`config.mk`:
```
export PLATFORM = sky130hd
export DESIGN_NAME = uart_top
export DESIGN_NICKNAME = d
export VERILOG_FILES = /design/src/hw/uart_pkg.sv /design/src/hw/uart_sample_if.sv /design/src/hw/baud_tick_gen.sv /design/src/hw/uart_rx_frame.sv /design/src/hw/uart_rx_sampler.sv /design/src/hw/uart_top.sv /design/src/hw/uart_tx.sv
export SDC_FILE = /design/constraint.sdc
export NUM_CORES = 1
export LEC_CHECK = 0
export BUFFER_PORTS_ARGS = -buffer_cell sky130_fd_sc_hd__buf_2
export CORE_MARGIN = 2
export CORE_UTILIZATION = 40
export CTS_CLUSTER_DIAMETER = 50
export DETAILED_ROUTE_END_ITERATION = 6
export GPL_ROUTABILITY_DRIVEN = 0
export GPL_TIMING_DRIVEN = 0
export HOLD_SLACK_MARGIN = 0.15
export PLACE_DENSITY = 0.61
export SYNTH_ARGS = -nofsm -noshare
export SYNTH_HDL_FRONTEND = slang
export SYNTH_SLANG_ARGS = --single-unit
export TNS_END_PERCENT = 30
```
`constraint.sdc`:
```
create_clock -name clk -period 2.3 [get_ports clk]
set_clock_uncertainty 0.2 [all_clocks]
set_input_delay 0.23 -clock clk [delete_from_list [all_inputs] [get_ports clk]]
set_output_delay 0.23 -clock clk [all_outputs]
set_load 0.01 [all_outputs]
```
`src/hw/uart_pkg.sv`:
```
// UART package with frame constants, the data byte type and the received bit roles
`default_nettype none

package uart_pkg;

    // Bit timing, short for simulation
    localparam int clks_per_bit = 16;
    localparam int half_bit     = 8;

    // Frame shape
    localparam int data_bits    = 8;

    // Counter widths
    localparam int bit_cnt_w    = 3;
    localparam int div_cnt_w    = 5;

    typedef logic [data_bits-1:0] uart_byte_t;

    // Role of a bit taken from the receive line
    typedef enum logic [1:0] {
        kind_data,
        kind_parity,
        kind_stop
    } bit_kind_t;

endpackage

`default_nettype wire

```
`src/hw/uart_sample_if.sv`:
```
// Sampled receive bits passed from the line sampler to the frame checker
`timescale 1ns/1ps
`default_nettype none

interface uart_sample_if;
    import uart_pkg::*;

    logic      sample_valid;
    logic      sample_bit;
    bit_kind_t sample_kind;
    logic      frame_start;

    modport sampler (
        output sample_valid, sample_bit, sample_kind, frame_start
    );

    modport frame (
        input sample_valid, sample_bit, sample_kind, frame_start
    );

endinterface

`default_nettype wire

```
`src/hw/baud_tick_gen.sv`:
```
// Baud divider giving a one-cycle tick at the start of every bit period
`timescale 1ns/1ps
`default_nettype none

module baud_tick_gen #(
    parameter int divisor = uart_pkg::clks_per_bit
) (
    input  wire  clk,
    input  wire  rst_n,
    output logic baud_tick
);
    import uart_pkg::*;

    logic [div_cnt_w-1:0] cnt;

    always_ff @(posedge clk or negedge rst_n) begin
        if (!rst_n) begin
            cnt       <= '0;
            baud_tick <= 1'b0;
        end else if (cnt == div_cnt_w'(divisor - 1)) begin
            cnt       <= '0;
            baud_tick <= 1'b1;
        end else begin
            cnt       <= cnt + 1'b1;
            baud_tick <= 1'b0;
        end
    end

    a_tick_single: assert property (
        @(posedge clk) disable iff (!rst_n) baud_tick |=> !baud_tick
    );

endmodule

`default_nettype wire

```
`src/hw/uart_rx_frame.sv`:
```
// Receive frame checker, assembles the byte and flags parity and stop errors
`timescale 1ns/1ps
`default_nettype none

module uart_rx_frame (
    input  wire                  clk,
    input  wire                  rst_n,
    uart_sample_if.frame         smp,
    output uart_pkg::uart_byte_t rx_data,
    output logic                 rx_ready,
    output logic                 rx_parity_error,
    output logic                 rx_frame_error
);
    import uart_pkg::*;

    uart_byte_t shreg;
    logic       run_parity;
    logic       rx_parity_bit;
    logic       stop_seen;

    assign stop_seen = smp.sample_valid && (smp.sample_kind == kind_stop);

    // Data arrives LSB first, entering from the top
    always_ff @(posedge clk) begin
        if (smp.frame_start) begin
            run_parity <= 1'b0;
        end
        if (smp.sample_valid) begin
            case (smp.sample_kind)
                kind_data: begin
                    shreg      <= {smp.sample_bit, shreg[data_bits-1:1]};
                    run_parity <= run_parity ^ smp.sample_bit;
                end
                kind_parity: rx_parity_bit <= smp.sample_bit;
                default: ;
            endcase
        end
        if (stop_seen) begin
            rx_data <= shreg;
        end
    end

    always_ff @(posedge clk or negedge rst_n) begin
        if (!rst_n) begin
            rx_ready        <= 1'b0;
            rx_parity_error <= 1'b0;
            rx_frame_error  <= 1'b0;
        end else begin
            rx_ready <= stop_seen;
            if (stop_seen) begin
                rx_parity_error <= (rx_parity_bit != run_parity);
                rx_frame_error  <= !smp.sample_bit;
            end
        end
    end

    a_ready_pulse: assert property (
        @(posedge clk) disable iff (!rst_n) rx_ready |=> !rx_ready
    );

endmodule

`default_nettype wire

```
`src/hw/uart_rx_sampler.sv`:
```
// Receive line sampler, confirms the start bit and strobes each bit at mid-bit
`timescale 1ns/1ps
`default_nettype none

module uart_rx_sampler (
    input  wire                   clk,
    input  wire                   rst_n,
    input  wire                   rx_serial,
    uart_sample_if.sampler        smp
);
    import uart_pkg::*;

    typedef enum logic [2:0] {
        st_idle,
        st_start,
        st_data,
        st_parity,
        st_stop
    } state_t;

    state_t               state;
    logic                 sync_1;
    logic                 rx_sync;
    logic [div_cnt_w-1:0] cnt;
    logic [bit_cnt_w-1:0] bit_cnt;
    logic                 bit_end;

    assign bit_end = (cnt == div_cnt_w'(clks_per_bit - 1));

    always_ff @(posedge clk or negedge rst_n) begin
        if (!rst_n) begin
            sync_1  <= 1'b1;
            rx_sync <= 1'b1;
        end else begin
            sync_1  <= rx_serial;
            rx_sync <= sync_1;
        end
    end

    always_ff @(posedge clk or negedge rst_n) begin
        if (!rst_n) begin
            state            <= st_idle;
            cnt              <= '0;
            bit_cnt          <= '0;
            smp.sample_valid <= 1'b0;
            smp.frame_start  <= 1'b0;
        end else begin
            smp.sample_valid <= 1'b0;
            smp.frame_start  <= 1'b0;
            cnt              <= bit_end ? '0 : cnt + 1'b1;
            case (state)
                st_idle: begin
                    // The synchronizer already holds two cycles of the start bit
                    cnt <= div_cnt_w'(2);
                    if (!rx_sync) begin
                        state <= st_start;
                    end
                end
                st_start: begin
                    if (rx_sync) begin
                        state <= st_idle;
                    end else if (cnt == div_cnt_w'(half_bit - 1)) begin
                        smp.frame_start <= 1'b1;
                        cnt             <= '0;
                        bit_cnt         <= '0;
                        state           <= st_data;
                    end
                end
                st_data: begin
                    if (bit_end) begin
                        smp.sample_valid <= 1'b1;
                        bit_cnt          <= bit_cnt + 1'b1;
                        if (bit_cnt == bit_cnt_w'(data_bits - 1)) begin
                            state <= st_parity;
                        end
                    end
                end
                st_parity: begin
                    if (bit_end) begin
                        smp.sample_valid <= 1'b1;
                        state            <= st_stop;
                    end
                end
                st_stop: begin
                    if (bit_end) begin
                        smp.sample_valid <= 1'b1;
                        state            <= st_idle;
                    end
                end
                default: state <= st_idle;
            endcase
        end
    end

    always_ff @(posedge clk) begin
        if (bit_end) begin
            smp.sample_bit  <= rx_sync;
            smp.sample_kind <= (state == st_parity) ? kind_parity :
                               (state == st_stop)   ? kind_stop   : kind_data;
        end
    end

endmodule

`default_nettype wire

```
`src/hw/uart_top.sv`:
```
// UART top level with baud divider, transmitter and receiver
`timescale 1ns/1ps
`default_nettype none

module uart_top (
    input  wire                  clk,
    input  wire                  rst_n,
    // Transmit side
    input  uart_pkg::uart_byte_t tx_data,
    input  wire                  tx_start,
    output logic                 tx_busy,
    output logic                 tx_serial,
    // Receive side
    input  wire                  rx_serial,
    output uart_pkg::uart_byte_t rx_data,
    output logic                 rx_ready,
    output logic                 rx_parity_error,
    output logic                 rx_frame_error
);

    logic baud_tick;

    uart_sample_if smp_if ();

    baud_tick_gen baud_tick_gen_inst (
        .clk       (clk),
        .rst_n     (rst_n),
        .baud_tick (baud_tick)
    );

    uart_tx uart_tx_inst (
        .clk       (clk),
        .rst_n     (rst_n),
        .baud_tick (baud_tick),
        .tx_data   (tx_data),
        .tx_start  (tx_start),
        .tx_serial (tx_serial),
        .tx_busy   (tx_busy)
    );

    // Receiver keeps its own bit timer, independent of the transmit tick
    uart_rx_sampler uart_rx_sampler_inst (
        .clk       (clk),
        .rst_n     (rst_n),
        .rx_serial (rx_serial),
        .smp       (smp_if.sampler)
    );

    uart_rx_frame uart_rx_frame_inst (
        .clk             (clk),
        .rst_n           (rst_n),
        .smp             (smp_if.frame),
        .rx_data         (rx_data),
        .rx_ready        (rx_ready),
        .rx_parity_error (rx_parity_error),
        .rx_frame_error  (rx_frame_error)
    );

endmodule

`default_nettype wire

```
`src/hw/uart_tx.sv`:
```
// UART transmitter, frames a byte with start, even parity and stop bits
`timescale 1ns/1ps
`default_nettype none

module uart_tx (
    input  wire                 clk,
    input  wire                 rst_n,
    input  wire                 baud_tick,
    input  uart_pkg::uart_byte_t tx_data,
    input  wire                 tx_start,
    output logic                tx_serial,
    output logic                tx_busy
);
    import uart_pkg::*;

    typedef enum logic [2:0] {
        st_idle,
        st_start,
        st_data,
        st_parity,
        st_stop
    } state_t;

    state_t               state;
    logic [bit_cnt_w-1:0] bit_cnt;
    uart_byte_t           shreg;
    logic                 parity_bit;
    logic                 accept;
    logic                 last_data;
    logic                 shift_en;

    assign accept    = tx_start && !tx_busy;
    assign last_data = (bit_cnt == bit_cnt_w'(data_bits - 1));
    // Each tick from start or data puts the next data bit on the line
    assign shift_en  = baud_tick &&
                       ((state == st_start) || (state == st_data && !last_data));

    always_ff @(posedge clk or negedge rst_n) begin
        if (!rst_n) begin
            state     <= st_idle;
            bit_cnt   <= '0;
            tx_serial <= 1'b1;
            tx_busy   <= 1'b0;
        end else begin
            case (state)
                st_idle: begin
                    if (accept) begin
                        tx_busy <= 1'b1;
                    end else if (tx_busy && baud_tick) begin
                        tx_serial <= 1'b0;
                        state     <= st_start;
                    end
                end
                st_start: begin
                    if (baud_tick) begin
                        tx_serial <= shreg[0];
                        bit_cnt   <= '0;
                        state     <= st_data;
                    end
                end
                st_data: begin
                    if (baud_tick) begin
                        if (last_data) begin
                            tx_serial <= parity_bit;
                            state     <= st_parity;
                        end else begin
                            tx_serial <= shreg[0];
                            bit_cnt   <= bit_cnt + 1'b1;
                        end
                    end
                end
                st_parity: begin
                    if (baud_tick) begin
                        tx_serial <= 1'b1;
                        state     <= st_stop;
                    end
                end
                st_stop: begin
                    // Tick closing the stop bit frees the transmitter
                    if (baud_tick) begin
                        tx_busy <= 1'b0;
                        state   <= st_idle;
                    end
                end
                default: state <= st_idle;
            endcase
        end
    end

    // Byte and its even parity, captured at acceptance
    always_ff @(posedge clk) begin
        if (accept) begin
            shreg      <= tx_data;
            parity_bit <= ^tx_data;
        end else if (shift_en) begin
            shreg <= {1'b0, shreg[data_bits-1:1]};
        end
    end

    a_idle_high: assert property (
        @(posedge clk) disable iff (!rst_n) !tx_busy |-> tx_serial
    );

endmodule

`default_nettype wire

```
# [Word-level counts from Yosys, hierarchy flattened]
# Index checks and enable logic that the tools add are counted.
# W data, S select, Z words.
[classes] mux=50 eq_ne=33 add_sub_neg=4 reduce_logical=27 n_bitwise=1
[op_table] cell="$mux W3" n=19
[op_table] cell="$pmux W3 S5" n=2
[op_table] cell="$mux W5" n=4
[op_table] cell="$mux W1" n=17
[op_table] cell="$mux W8" n=2
[op_table] cell="$ne A2 B1 Y1 const B" n=8
[op_table] cell="$ne A2 B2 Y1 const B" n=8
[op_table] cell="$eq A3 B2 Y1 const B" n=4
[op_table] cell="$eq A3 B3 Y1 const B" n=4
[op_table] cell="$pmux W3 S2" n=2
[op_table] cell="$reduce_and A6 Y1" n=2
[op_table] cell="$add A5 B1 Y5 const B" n=2
[op_table] cell="$eq A5 B4 Y1 const B" n=2
[op_table] cell="$pmux W5 S2" n=1
[op_table] cell="$reduce_and A4 Y1" n=2
[op_table] cell="$reduce_bool A2 Y1" n=4
[op_table] cell="$reduce_xor A8 Y1" n=1
[op_table] cell="$reduce_and A7 Y1" n=1
[op_table] cell="$add A3 B1 Y3 const B" n=2
[op_table] cell="$eq A3 B1 Y1 const B" n=2
[op_table] cell="$logic_not A3 Y1" n=2
[op_table] cell="$eq A5 B3 Y1 const B" n=1
[op_table] cell="$logic_and A1 B1 Y1" n=5
[op_table] cell="$pmux W1 S4" n=1
[op_table] cell="other kinds (14)" n=17
[totals] out_inout_bits=13 in_bits=12 regBits=62

# [Depth between registers and ports, before layout]
# Gate-level depths: netlist of the first run.
[depth] ltp_word=7 mapped_depth=6 depth_no_buf=6

# [By module]
# Synthesis of the first run repeated with hierarchy kept, for this count alone.
[hier_totals] hier_cells=195 area_unflattened_um2=2745.1
[by_module_without_submodules] module="uart_tx" area_per_inst_um2=929.6 n_inst=1 cells_each=73
[by_module_without_submodules] module="uart_rx_sampler" area_per_inst_um2=872.1 n_inst=1 cells_each=70
[by_module_without_submodules] module="uart_rx_frame" area_per_inst_um2=704.4 n_inst=1 cells_each=34
[by_module_without_submodules] module="baud_tick_gen" area_per_inst_um2=239.0 n_inst=1 cells_each=18

# [Worst setup path after synthesis of the first run]
# Ideal clock, no wire load.
[synth_path] kind="register -> register" from="reg uart_tx_inst.bit_cnt[0]" to="reg uart_tx_inst.shreg[0], enable pin" slack_ns=0.215 t_required_ns=1.766 setup_ns=0.334 synth_period_minus_slack_ns=2.085 arrival_time_ns=1.551 path_stages_with_launch=7 path_cell_list="dfrtp_1 -> ha_1 -> ha_1 -> or3b_1 -> o21ai_0 -> nand2_1 -> nand2b_1"
[synth_via] elab_chain_cells=6
[synth_lines] item="start: declaration" line="uart_tx.sv:25" source="logic [bit_cnt_w-1:0] bit_cnt;"
[synth_lines] item="start signal: assignment" line="uart_tx.sv:68" source="bit_cnt <= bit_cnt + 1'b1;"
[synth_lines] item="$eq A3 B3 Y1" line="uart_tx.sv:33" source="assign last_data = (bit_cnt == bit_cnt_w'(data_bits - 1));"
[synth_lines] item="$logic_not A1 Y1" line="uart_tx.sv:36" source="((state == st_start) || (state == st_data && !last_data));"
[synth_lines] item="$logic_and A1 B1 Y1" line="uart_tx.sv:36"
[synth_lines] item="$logic_or A1 B1 Y1" line="uart_tx.sv:36"
[synth_lines] item="$logic_and A1 B1 Y1" line="uart_tx.sv:35" source="assign shift_en = baud_tick &&"
[synth_lines] item="$reduce_bool A2 Y1 (no source line)"
[synth_lines] item="end signal: assignment" line="uart_tx.sv:93" source="shreg <= tx_data;"
[synth_lines] item="end signal: assignment" line="uart_tx.sv:96" source="shreg <= {1'b0, shreg[data_bits-1:1]};"
[synth_lines] item="end: declaration" line="uart_tx.sv:26" source="uart_byte_t shreg;"
# No other way between the ends.
# A chain may end at the register's enable or synchronous reset.

# [Worst setup path in the final report of the first run]
[layout_path] from="reg uart_tx_inst.bit_cnt[0]" to="reg uart_tx_inst.shreg[1], enable pin"
# Same word-level chain as after synthesis.

==> summary.md, run 1 <==
| Metric | Value |
|---|---|
| Global-route wire length before repair | `about 7.0 mm` |
| Vias per cell | `a little under 5` |
| P_sw | `roughly 650 uW` |
| Initial antenna violation count | `0` |
| Critical setup path kind | `reg -> reg` |
| Mean routed wirelength per cell | `~12 um` |
| Dpl ws | `-21.4 ps` |
| Sequential group share of total power | `0.470` |
| Final setup violation count | `0` |
| Syn Nets | `~210` |
| Final worst slack | `around 150 ps` |
| Hold slack final | `between 150 and 200 ps` |
| Top achievable clock speed | `465 MHz` |
| Post-detail-place hpwl | `2.61 mm` |
| Cell row count | `29` |
| Number of buffers created by CTS | `9` |
| Routed Antenna Nets | `0` |
| Total count of max-transition violations in the final report | `0` |
| Total global routing overflow | `0` |
| Int Power | `1.98 mW` |
| Count of port buffers added during placement | `24` |
| Yosys reg bits | `62` |
| Clock Latency Late Sink | `approximately 340 ps` |
| Number of nets in the finished design | `between 200 and 300` |
| Area of the die | `0.00716 mm^2` |
| Antenna Cells | `0` |
| Fraction of power consumed by the clock network | `0.397` |
| Root buffer cell | `clkbuf_8` |
| Layout overhead on the synthesized area | `21.5%` |
| Setup repair after global routing missed its margin | `no` |
| Core area | `0.00631 mm^2` |
| Die width | `roughly 85 um` |
| Fin crit period | `about 2100 ps` |
| Max Fanout on Critical Path | `8` |
| Clk sinks | `between 60 and 70` |
| Gate count after technology mapping | `between 150 and 200` |
| Layout Utilization | `0.500` |
| Via count of the first global-routing pass | `roughly 1,500` |
| Number of inserted filler cells in the final layout | `591` |
| Power density over cell area | `around 830 mW/mm^2` |
| Synth warnings | `0` |
| Result of the run | `complete, no violations` |
| Critical Path RT | `2140 ps` |
| Static power due to leakage | `between 1 and 1.5 nW` |
| Kind of start point of the critical path | `flip-flop` |
| Overall Global Routing Usage | `0.127` |
| H-tree levels | `3` |
| Syn Std Cell Area | `0.00260 mm^2` |
| Maxcap violations | `0` |
| Total count of hold-check failures in the final report | `0` |
| Slew at the pin with the worst max-slew slack | `between 700 and 800 ps` |
| Average size of a mapped cell | `approximately 13 um^2` |
| Initial core utilization | `0.412` |
| Routed WL | `4.03 mm` |
| Placed Instance Area | `approximately 0.0028 mm^2` |
| Clock-pin slew on the worst setup and hold paths | `70 ps` |
| Final Instance Count excl. Fillers | `323` |
| Combined area of the multi-input logic cells | `862 um^2` |
| # placed instances | `~300` |
| Critical Path End Type | `flip-flop` |
| Overall Power | `between 2 and 3 mW` |
| Detailed-route DRC error count | `0` |
| CTS Buffer Depth | `2` |
| Cell variety after synth | `40` |
| Post-CTS Setup Inserts | `0` |
| First-pass DRT Iterations | `4` |
| Pin count of the biggest net entering global routing | `33` |
| Share of the cycle needed by the critical path after routing | `0.934` |
| I/O pins | `25` |
| Path class of the lowest-slack min-delay path | `reg -> reg` |
| Total non-filler cell area in the finished layout | `around 0.0032 mm^2` |
| Fin Setup TNS | `0 ps` |
| Vias after detailed routing | `between 1,500 and 2,000` |
| Slew margin rel. | `0.514` |
| Proportion of layout cells with a drive suffix above 1 | `0.248` |
| Combinational power share | `0.133` |
| Switching power as a share of total power | `0.248` |
| CTS tree | `done` |
| 1st-iter DRT viols | `64` |
| Sequential element share of the synthesized area | `0.652` |
| Peak VDD IR | `around 0.38 mV` |
| Sequential cell area in the final layout | `about 0.0017 mm^2` |
| Arrival time at the worst endpoint | `1990 ps` |
| Die height | `about 85 um` |
-- routing by layer --
layer / GRT usage / share of wire / vias up
met1: 0.171 / 0.50 / 746
met3: 0.0452 / 0.039 / 7
met5: 0 / 0 / -
li1: - / - / 797
met4: 0.0606 / 0.022 / 0
met2: 0.183 / 0.44 / 25
-- worst max-delay path, stage by stage (launching register included) --
cell and delay (ps):
dfrtp_1 420, ha_1 210, ha_1 230, or3b_1 360
o21ai_0 80, nand2_1 170, nand2b_4 190
-- timing repair --
action | 4_1_cts | 5_1_grt
setup endpoints to repair | 8 | 3
hold endpoints to repair | 39 | 0
hold buffers | 11 | 0
gates resized for setup | 1 | 2
-- logic make-up after synthesis --
family                   share of synthesized area
AND/OR/NAND/NOR                              0.129
flip-flops                                   0.652
AO/OA/AOI/OAI                               0.0761
XOR/XNOR                                    0.0404
buffers and inverters                       0.0207
multiplexers                                0.0530
adder cells (fa/ha/maj)                     0.0289
-- area by class of cell --
| class | count | area share |
|---|---|---|
| buffer | 6 | 0.00990 |
| clock buffer | 9 | 0.0392 |
| clock inverter | 7 | 0.0305 |
| inverter | 6 | 0.00713 |
| multi-input combinational | 121 | 0.273 |
| sequential | 62 | 0.537 |
| tap | 77 | 0.0305 |
| timing repair buffer | 35 | 0.0729 |
-- cells in the final DEF, fill, tap and decap left out, types with 2 or more instances in the layout --
cell type and n:
dlygate4sd3_1 11, mux2_2 10, o21ai_0 7, nor3b_1 2, dfstp_2 3, and3b_1 2
and2_1 2, xor2_1 4, clkinv_4 2, edfxtp_1 29, buf_4 2, a21oi_1 5
a31oi_1 2, nor2_1 16, ha_1 6, a22o_1 7, xnor2_1 8, dfrtp_1 29
nand2_1 11, inv_1 6, a211oi_1 2, bufinv_16 2, clkbuf_1 3, clkbuf_8 9
nand3_1 6, nor2b_1 3, nand2b_1 5, nand3b_1 3, clkinv_2 2, buf_2 25
nor3_1 5
-- path summary, 6_finish.rpt --
kind,from,endpoint,slack [ps],cells after the start
worst min-delay path,uart_rx_sampler_inst.sync_1,uart_rx_sampler_inst.rx_sync,160,0
worst min register to register,uart_rx_sampler_inst.sync_1,uart_rx_sampler_inst.rx_sync,160,0
min in group asynchronous,rst_n,uart_rx_frame_inst.rx_frame_error,290,2
worst max register to register,uart_tx_inst.bit_cnt[0],uart_tx_inst.shreg[1],150,6
max in group asynchronous,rst_n,uart_tx_inst.tx_busy,1140,2
worst max-delay path,uart_tx_inst.bit_cnt[0],uart_tx_inst.shreg[1],150,6
-- power groups by stage --
stage	clock (mW)	combinational (mW)	sequential, mW
finish	1.05	0.350	1.24
global route	1.13	0.399	1.25
CTS	1.08	0.353	1.24
detailed placement	0	0.336	1.26
global placement	0	0.335	1.26
floorplan	0	0.263	1.26
-- flip-flops by register name (all words and copies together) (netlist names), 2 cells and up --
signal / flops
uart_rx_sampler_inst.cnt: 5
uart_rx_frame_inst.shreg: 8
uart_rx_frame_inst.rx_data: 8
uart_rx_sampler_inst.state: 3
uart_tx_inst.state: 3
uart_rx_sampler_inst.bit_cnt: 3
uart_tx_inst.shreg: 8
uart_rx_sampler_inst.smp.sample_kind: 2
uart_tx_inst.bit_cnt: 3
baud_tick_gen_inst.cnt: 5
-- synthesized netlist by cell type (all sizes together) --
cell,instances,area share
dfrtp,29,0.28
edfxtp,29,0.34
nor2,16,0.023
mux2,11,0.049
nand2,11,0.016
xnor2,8,0.027
a22o,7,0.024
o21ai,7,0.013
ha,6,0.029
inv,6,0.0087
nand2b,6,0.014
nand3,6,0.012
nor3,6,0.013
a21oi,5,0.0096
xor2,4,0.013
buf,3,0.0077
clkbuf,3,0.0043
dfstp,3,0.030
nand3b,3,0.0087
nor2b,3,0.0072
nor3b,3,0.0087
a211oi,2,0.0058
a31oi,2,0.0048
and2,2,0.0048
and3b,2,0.0067
or3b,2,0.0077
a21o,1,0.0029
a32o,1,0.0039
and3,1,0.0024
dfxtp,1,0.0077
mux2i,1,0.0039
o211ai,1,0.0029
o21bai,1,0.0029
o31a,1,0.0034
o31ai,1,0.0029
or4b,1,0.0039
Note: power is estimated with default switching activity, not from simulation.
==> inputs of run 2 (changes only) <==
Settings changed: CAP_MARGIN set to 25, CTS_BUF_LIST set to sky130_fd_sc_hd__clkbuf_8, PLACE_DENSITY 0.61 to 0.63.
Clock period 2.3 ns to 1.8 ns, I/O delays scaled along.
==> summary.md, run 2 (synthesis gave the netlist of run 1 again) <==
| Metric | Value |
|---|---|
| Initial core utilization | `0.412` |
| Count of port buffers added during placement | `24` |
| Critical setup path kind | `reg -> reg` |
| Slew at the pin with the worst max-slew slack | `711 ps` |
| Via count of the first global-routing pass | `1,546` |
| Combined area of the multi-input logic cells | `approximately 900 um^2` |
| Kind of start point of the critical path | `flip-flop` |
| Overall Global Routing Usage | `0.131` |
| Vias after detailed routing | `1,632` |
| Routed WL | `4.17 mm` |
| Routed Antenna Nets | `0` |
| Clock Latency Late Sink | `about 340 ps` |
| Final setup violation count | `10` |
| Cell count of the worst reg-to-reg path | `6` |
| Max Fanout on Critical Path | `8` |
| Result of the run | `finished with violations` |
| CTS Buffer Depth | `2` |
| Die height | `84.6 um` |
| Peak VDD IR | `between 0.4 and 0.5 mV` |
| Total global routing overflow | `0` |
| Dpl ws | `-219 ps` |
| Sequential cell area in the final layout | `0.00170 mm^2` |
| Clock-pin slew on the worst setup and hold paths | `about 70 ps` |
| Fin Setup TNS | `-1450 ps` |
| Overall Power | `between 3 and 4 mW` |
| Root buffer cell | `clkbuf_8` |
| First-pass DRT Iterations | `4` |
| Maxcap violations | `0` |
| Hold slack final | `156 ps` |
| Cell depth of the worst hold path | `0` |
| Power density over cell area | `1050 mW/mm^2` |
| Final worst slack | `-156 ps` |
| Number of buffers created by CTS | `9` |
| Cell row count | `29` |
| 1st-iter DRT viols | `between 90 and 100` |
| Arrival time at the worst endpoint | `around 1800 ps` |
| Number of nets in the finished design | `between 200 and 300` |
| Proportion of layout cells with a drive suffix above 1 | `0.293` |
| Antenna Cells | `0` |
| Area of the die | `just over 0.007 mm^2` |
| Detailed-route DRC error count | `0` |
| Total count of hold-check failures in the final report | `0` |
| Violations in the final reports | `setup timing` |
| Critical Path RT | `between 1500 and 2000 ps` |
| Pin count of the biggest net entering global routing | `33` |
| Clk sinks | `62` |
| Die width | `roughly 85 um` |
| Global-route wire length before repair | `between 7 and 8 mm` |
| Core area | `~0.0063 mm^2` |
| Share of the cycle needed by the critical path after routing | `1.09` |
| I/O pins | `25` |
| Initial antenna violation count | `0` |
| Top achievable clock speed | `between 500 and 600 MHz` |
| Post-detail-place hpwl | `approximately 2.7 mm` |
| Setup repair after global routing missed its margin | `yes` |
| H-tree levels | `3` |
| Path class of the lowest-slack min-delay path | `reg -> reg` |
| Largest registers | `uart_rx_frame_inst.rx_data x8, uart_rx_frame_inst.shreg x8, uart_tx_inst.shreg x8` |
| Vias per cell | `about 5.0` |
| Total count of max-transition violations in the final report | `0` |
| Layout overhead on the synthesized area | `23.6%` |
| Number of inserted filler cells in the final layout | `~570` |
| Leading cell types in the layout, fill and taps excluded | `dfrtp_1, edfxtp_1, buf_2` |
| CTS tree | `done` |
| Mean routed wirelength per cell | `between 10 and 15 um` |
| Critical Path End Type | `flip-flop` |
| Static power due to leakage | `around 1.3 nW` |
| Slew margin rel. | `0.526` |
| Fin crit period | `roughly 2000 ps` |
==> run 2: cell types whose count changed in the layout (fill, tap and decap cells not counted), moves of 2 or more <==
cell / delta
ha_1: -3
buf_4: +2
ha_4: +2
nand2_1: -2
nand2_2: +2
==> run 2: what timing repair did <==
| action | in CTS | in global routing |
|---|---|---|
| endpoints found under the setup margin | 23 | 13 |
| gates resized for setup | 4 | 6 |
| hold buffers | 11 | 0 |
| endpoints found under the hold margin | 42 | 0 |
| pin swaps | 1 | 2 |
| buffers inserted | 1 | 1 |
==> run 2: per-stage QoR <==
stage,util,cells,area [um^2]
3_3_place_gp,0.449,296,2840
6_report,0.509,326,3210
5_1_grt,0.509,326,3210
3_5_place_dp,0.450,297,2840
2_1_floorplan,-,195,2620
4_1_cts,0.504,325,3180
==> run 2: area by class of cell <==
| class | count | area share |
|---|---|---|
| multi-input cells | 121 | 0.281 |
| clock inverters | 7 | 0.0280 |
| well taps | 77 | 0.0300 |
| flip-flops and latches | 62 | 0.528 |
| clock buffers | 9 | 0.0386 |
| repair buffers | 38 | 0.0779 |
| inverters | 6 | 0.00701 |
| plain buffers | 6 | 0.0101 |
==> run 2: metal layers <==
metal  part of all wire  up-vias  GRT usage
met5                  0        -          0
met1               0.47      794      0.164
met3              0.036       11     0.0452
li1                   -      801          -
met2               0.47       26      0.197
met4              0.027        0     0.0736
==> run 2: worst max-delay path, stage by stage, from the launching register on <==
cell,delay (ps)
dfrtp_1,410
ha_2,190
ha_4,160
or3b_4,360
o21ai_2,70
nand2_2,110
nand2b_4,170
==> run 2: power by group <==
group          total, mW  switching, mW  internal [mW]
combinational      0.470          0.248          0.221
sequential          1.60         0.0492           1.55
clock               1.32          0.548          0.771
total               3.38          0.845           2.54
==> run 2: path summary, 6_finish.rpt <==
path	from	to	slack (ps)
min reg2reg	uart_rx_sampler_inst.sync_1	uart_rx_sampler_inst.rx_sync	160
max in group asynchronous	rst_n	uart_tx_inst.bit_cnt[1]	710
max	uart_tx_inst.bit_cnt[0]	uart_tx_inst.shreg[7]	-160
min	uart_rx_sampler_inst.sync_1	uart_rx_sampler_inst.rx_sync	160
min in group asynchronous	rst_n	uart_rx_sampler_inst.state[2]	230
max reg2reg	uart_tx_inst.bit_cnt[0]	uart_tx_inst.shreg[7]	-160
==> inputs of run 3 (changes only) <==
--- a/config.mk
+++ b/config.mk
@@ -19,4 +19,5 @@
 export SYNTH_ARGS = -nofsm -noshare
 export SYNTH_HDL_FRONTEND = slang
+export SYNTH_HIERARCHICAL = 1
 export SYNTH_SLANG_ARGS = --single-unit
 export TNS_END_PERCENT = 30
==> constraint.sdc (replaced) <==
create_clock -name clk -period 1.8 [get_ports clk]
set_clock_uncertainty 0.2 [all_clocks]
set_input_delay 0.36 -clock clk [delete_from_list [all_inputs] [get_ports clk]]
set_output_delay 0.36 -clock clk [all_outputs]
set_load 0.01 [all_outputs]
==> summary.md, run 3 <==
| Metric | Value |
|---|---|
| Cell type with the largest total area after synthesis | `edfxtp_1` |
| Number of nets in the finished design | `265` |
| Sequential element share of the synthesized area | `0.618` |
| Peak VDD IR | `between 0.3 and 0.4 mV` |
| Slew at the pin with the worst max-slew slack | `roughly 730 ps` |
| Die height | `around 87 um` |
| CTS Buffer Depth | `2` |
| Top post-synthesis cells by count | `dfrtp_1, edfxtp_1, nand2_1` |
| Routed WL | `roughly 4.3 mm` |
| Count of port buffers added during placement | `24` |
| Slew margin rel. | `0.516` |
| H-tree levels | `3` |
| Average size of a mapped cell | `between 10 and 15 um^2` |
| Proportion of layout cells with a drive suffix above 1 | `0.365` |
| Arrival time at the worst endpoint | `~1600 ps` |
| Max Fanout on Critical Path | `8` |
| Pin count of the biggest net entering global routing | `33` |
| Cell variety after synth | `~50` |
| 1st-iter DRT viols | `73` |
| Number of buffers created by CTS | `9` |
| Synth warnings | `6` |
| Maxcap violations | `0` |
| Cell row count | `30` |
| Vias per cell | `approximately 4.8` |
| Total count of max-transition violations in the final report | `0` |
| Clock Latency Late Sink | `roughly 340 ps` |
| Clock-pin slew on the worst setup and hold paths | `roughly 70 ps` |
| Cell types occupying the most area after synthesis | `edfxtp_1, dfrtp_1, mux2_2, dfstp_2, xnor2_1` |
| Share of the synthesized area in the top cell type | `0.317` |
| I/O pins | `25` |
| Proportion of synthesized flip-flops having asynchronous set or reset | `0.516` |
| Routed Antenna Nets | `0` |
| Syn Std Cell Area | `~0.0027 mm^2` |
| Global-route wire length before repair | `approximately 7.2 mm` |
| Kind of start point of the critical path | `flip-flop` |
| Root buffer cell | `clkbuf_8` |
| Largest registers | `uart_rx_frame_inst/rx_data x8, uart_rx_frame_inst/shreg x8, uart_tx_inst/shreg x8` |
| Overall Global Routing Usage | `0.126` |
| Total global routing overflow | `0` |
| Top achievable clock speed | `approximately 570 MHz` |
| Via count of the first global-routing pass | `between 1,500 and 2,000` |
| Number of flops mapped to enable cells by yosys | `29` |
| Total count of hold-check failures in the final report | `0` |
| Path class of the lowest-slack min-delay path | `reg -> reg` |
| Initial core utilization | `0.409` |
| Critical setup path kind | `reg -> reg` |
| Clk sinks | `between 60 and 70` |
| Gate count after technology mapping | `~200` |
| Setup repair after global routing missed its margin | `yes` |
| Power density over cell area | `around 1100 mW/mm^2` |
| Layout Utilization | `0.500` |
| Initial antenna violation count | `0` |
| CTS tree | `done` |
| Fin crit period | `1760 ps` |
| Result of the run | `complete, no violations` |
| Hold slack final | `146 ps` |
| Vias after detailed routing | `1,595` |
| Top FF cell, synth | `edfxtp_1` |
| Syn Nets | `between 200 and 250` |
| Static power due to leakage | `between 1 and 1.5 nW` |
| Antenna Cells | `0` |
| Die width | `86.8 um` |
| Post-detail-place hpwl | `approximately 2.8 mm` |
| Detailed-route DRC error count | `0` |
| Area of the die | `0.00754 mm^2` |
| Leading cell types in the layout, fill and taps excluded | `dfrtp_1, edfxtp_1, buf_2` |
| First-pass DRT Iterations | `4` |
| Yosys reg bits | `62` |
| Share of the cycle needed by the critical path after routing | `0.976` |
| Layout overhead on the synthesized area | `22.5%` |
| Critical Path End Type | `flip-flop` |
| Overall Power | `between 3 and 4 mW` |
| Mean routed wirelength per cell | `between 10 and 15 um` |
| Final setup violation count | `0` |
| Critical Path RT | `~1600 ps` |
| Core area | `0.00672 mm^2` |
==> run 3: per-layer routing <==
layer	part of all wire	routed length, um	vias up	global-route usage
met2	0.48	2070	28	0.200
met5	0	0	-	0
li1	-	-	793	-
met1	0.47	2000	765	0.152
met3	0.028	118	9	0.0314
met4	0.021	91	0	0.0810
==> run 3: layout make-up <==
cell class | count | area (um^2)
repair buffers | 41 | 273
inverters | 11 | 41.3
multi-input cells | 116 | 1010
clock inverters | 7 | 73.8
fillers | 571 | 3360
clock buffers | 9 | 124
well taps | 80 | 100
flip-flops and latches | 62 | 1700
plain buffers | 6 | 47.5
==> run 3: worst paths after layout <==
kind	cells after the start	startpoint	endpoint	slack, ps
hold reg to reg	0	uart_rx_sampler_inst/sync_1	uart_rx_sampler_inst/rx_sync	150
min in group asynchronous	2	rst_n	uart_rx_frame_inst/rx_frame_error	410
hold / removal	0	uart_rx_sampler_inst/sync_1	uart_rx_sampler_inst/rx_sync	150
max in group asynchronous	2	rst_n	uart_rx_sampler_inst/bit_cnt[0]	520
setup reg to reg	5	uart_tx_inst/bit_cnt[0]	uart_tx_inst/shreg[3]	40
setup / recovery	5	uart_tx_inst/bit_cnt[0]	uart_tx_inst/shreg[3]	40
==> run 3: cell families after synthesis <==
group	count (synthesis)	share of synthesized area
buffers and inverters	17	0.0324
flip-flops	62	0.618
AO/OA/AOI/OAI	26	0.0670
multiplexers	17	0.0734
XOR/XNOR	12	0.0383
AND/OR/NAND/NOR	55	0.144
adder cells (fa/ha/maj)	6	0.0273
==> run 3: through the flow <==
stage	TNS, ps	instances	instance area, um^2	setup WS, ps
after floorplan	0	195	2750	27.4
after global placement	-831	299	2970	-94.1
after detailed placement	-1090	299	2970	-120
after CTS	0	325	3280	3.50
after global routing	-147	332	3360	-18.2
final	0	332	3360	43.0
==> run 3: power by group <==
part | internal (mW) | leakage [nW] | switching [mW]
Combinational | 0.394 | 0.647 | 0.364
Clock | 0.640 | 0.0895 | 0.559
Sequential | 1.60 | 0.676 | 0.0952
Total | 2.63 | 1.41 | 1.02
==> run 3: worst max-delay path, stage by stage, from the launching register on <==
cell and delay [ps]:
dfrtp_1 400, ha_2 200, ha_4 170, nor3b_4 220, o21ai_4 120, nand2b_4 150
==> run 3: timing repair <==
item / 4_1_cts / 5_1_grt
pin swaps: 1 / 4
hold buffers: 10 / 0
hold endpoints to repair: 38 / 0
setup endpoints to repair: 12 / 12
gates resized for setup: 4 / 4
buffers inserted: 0 / 7
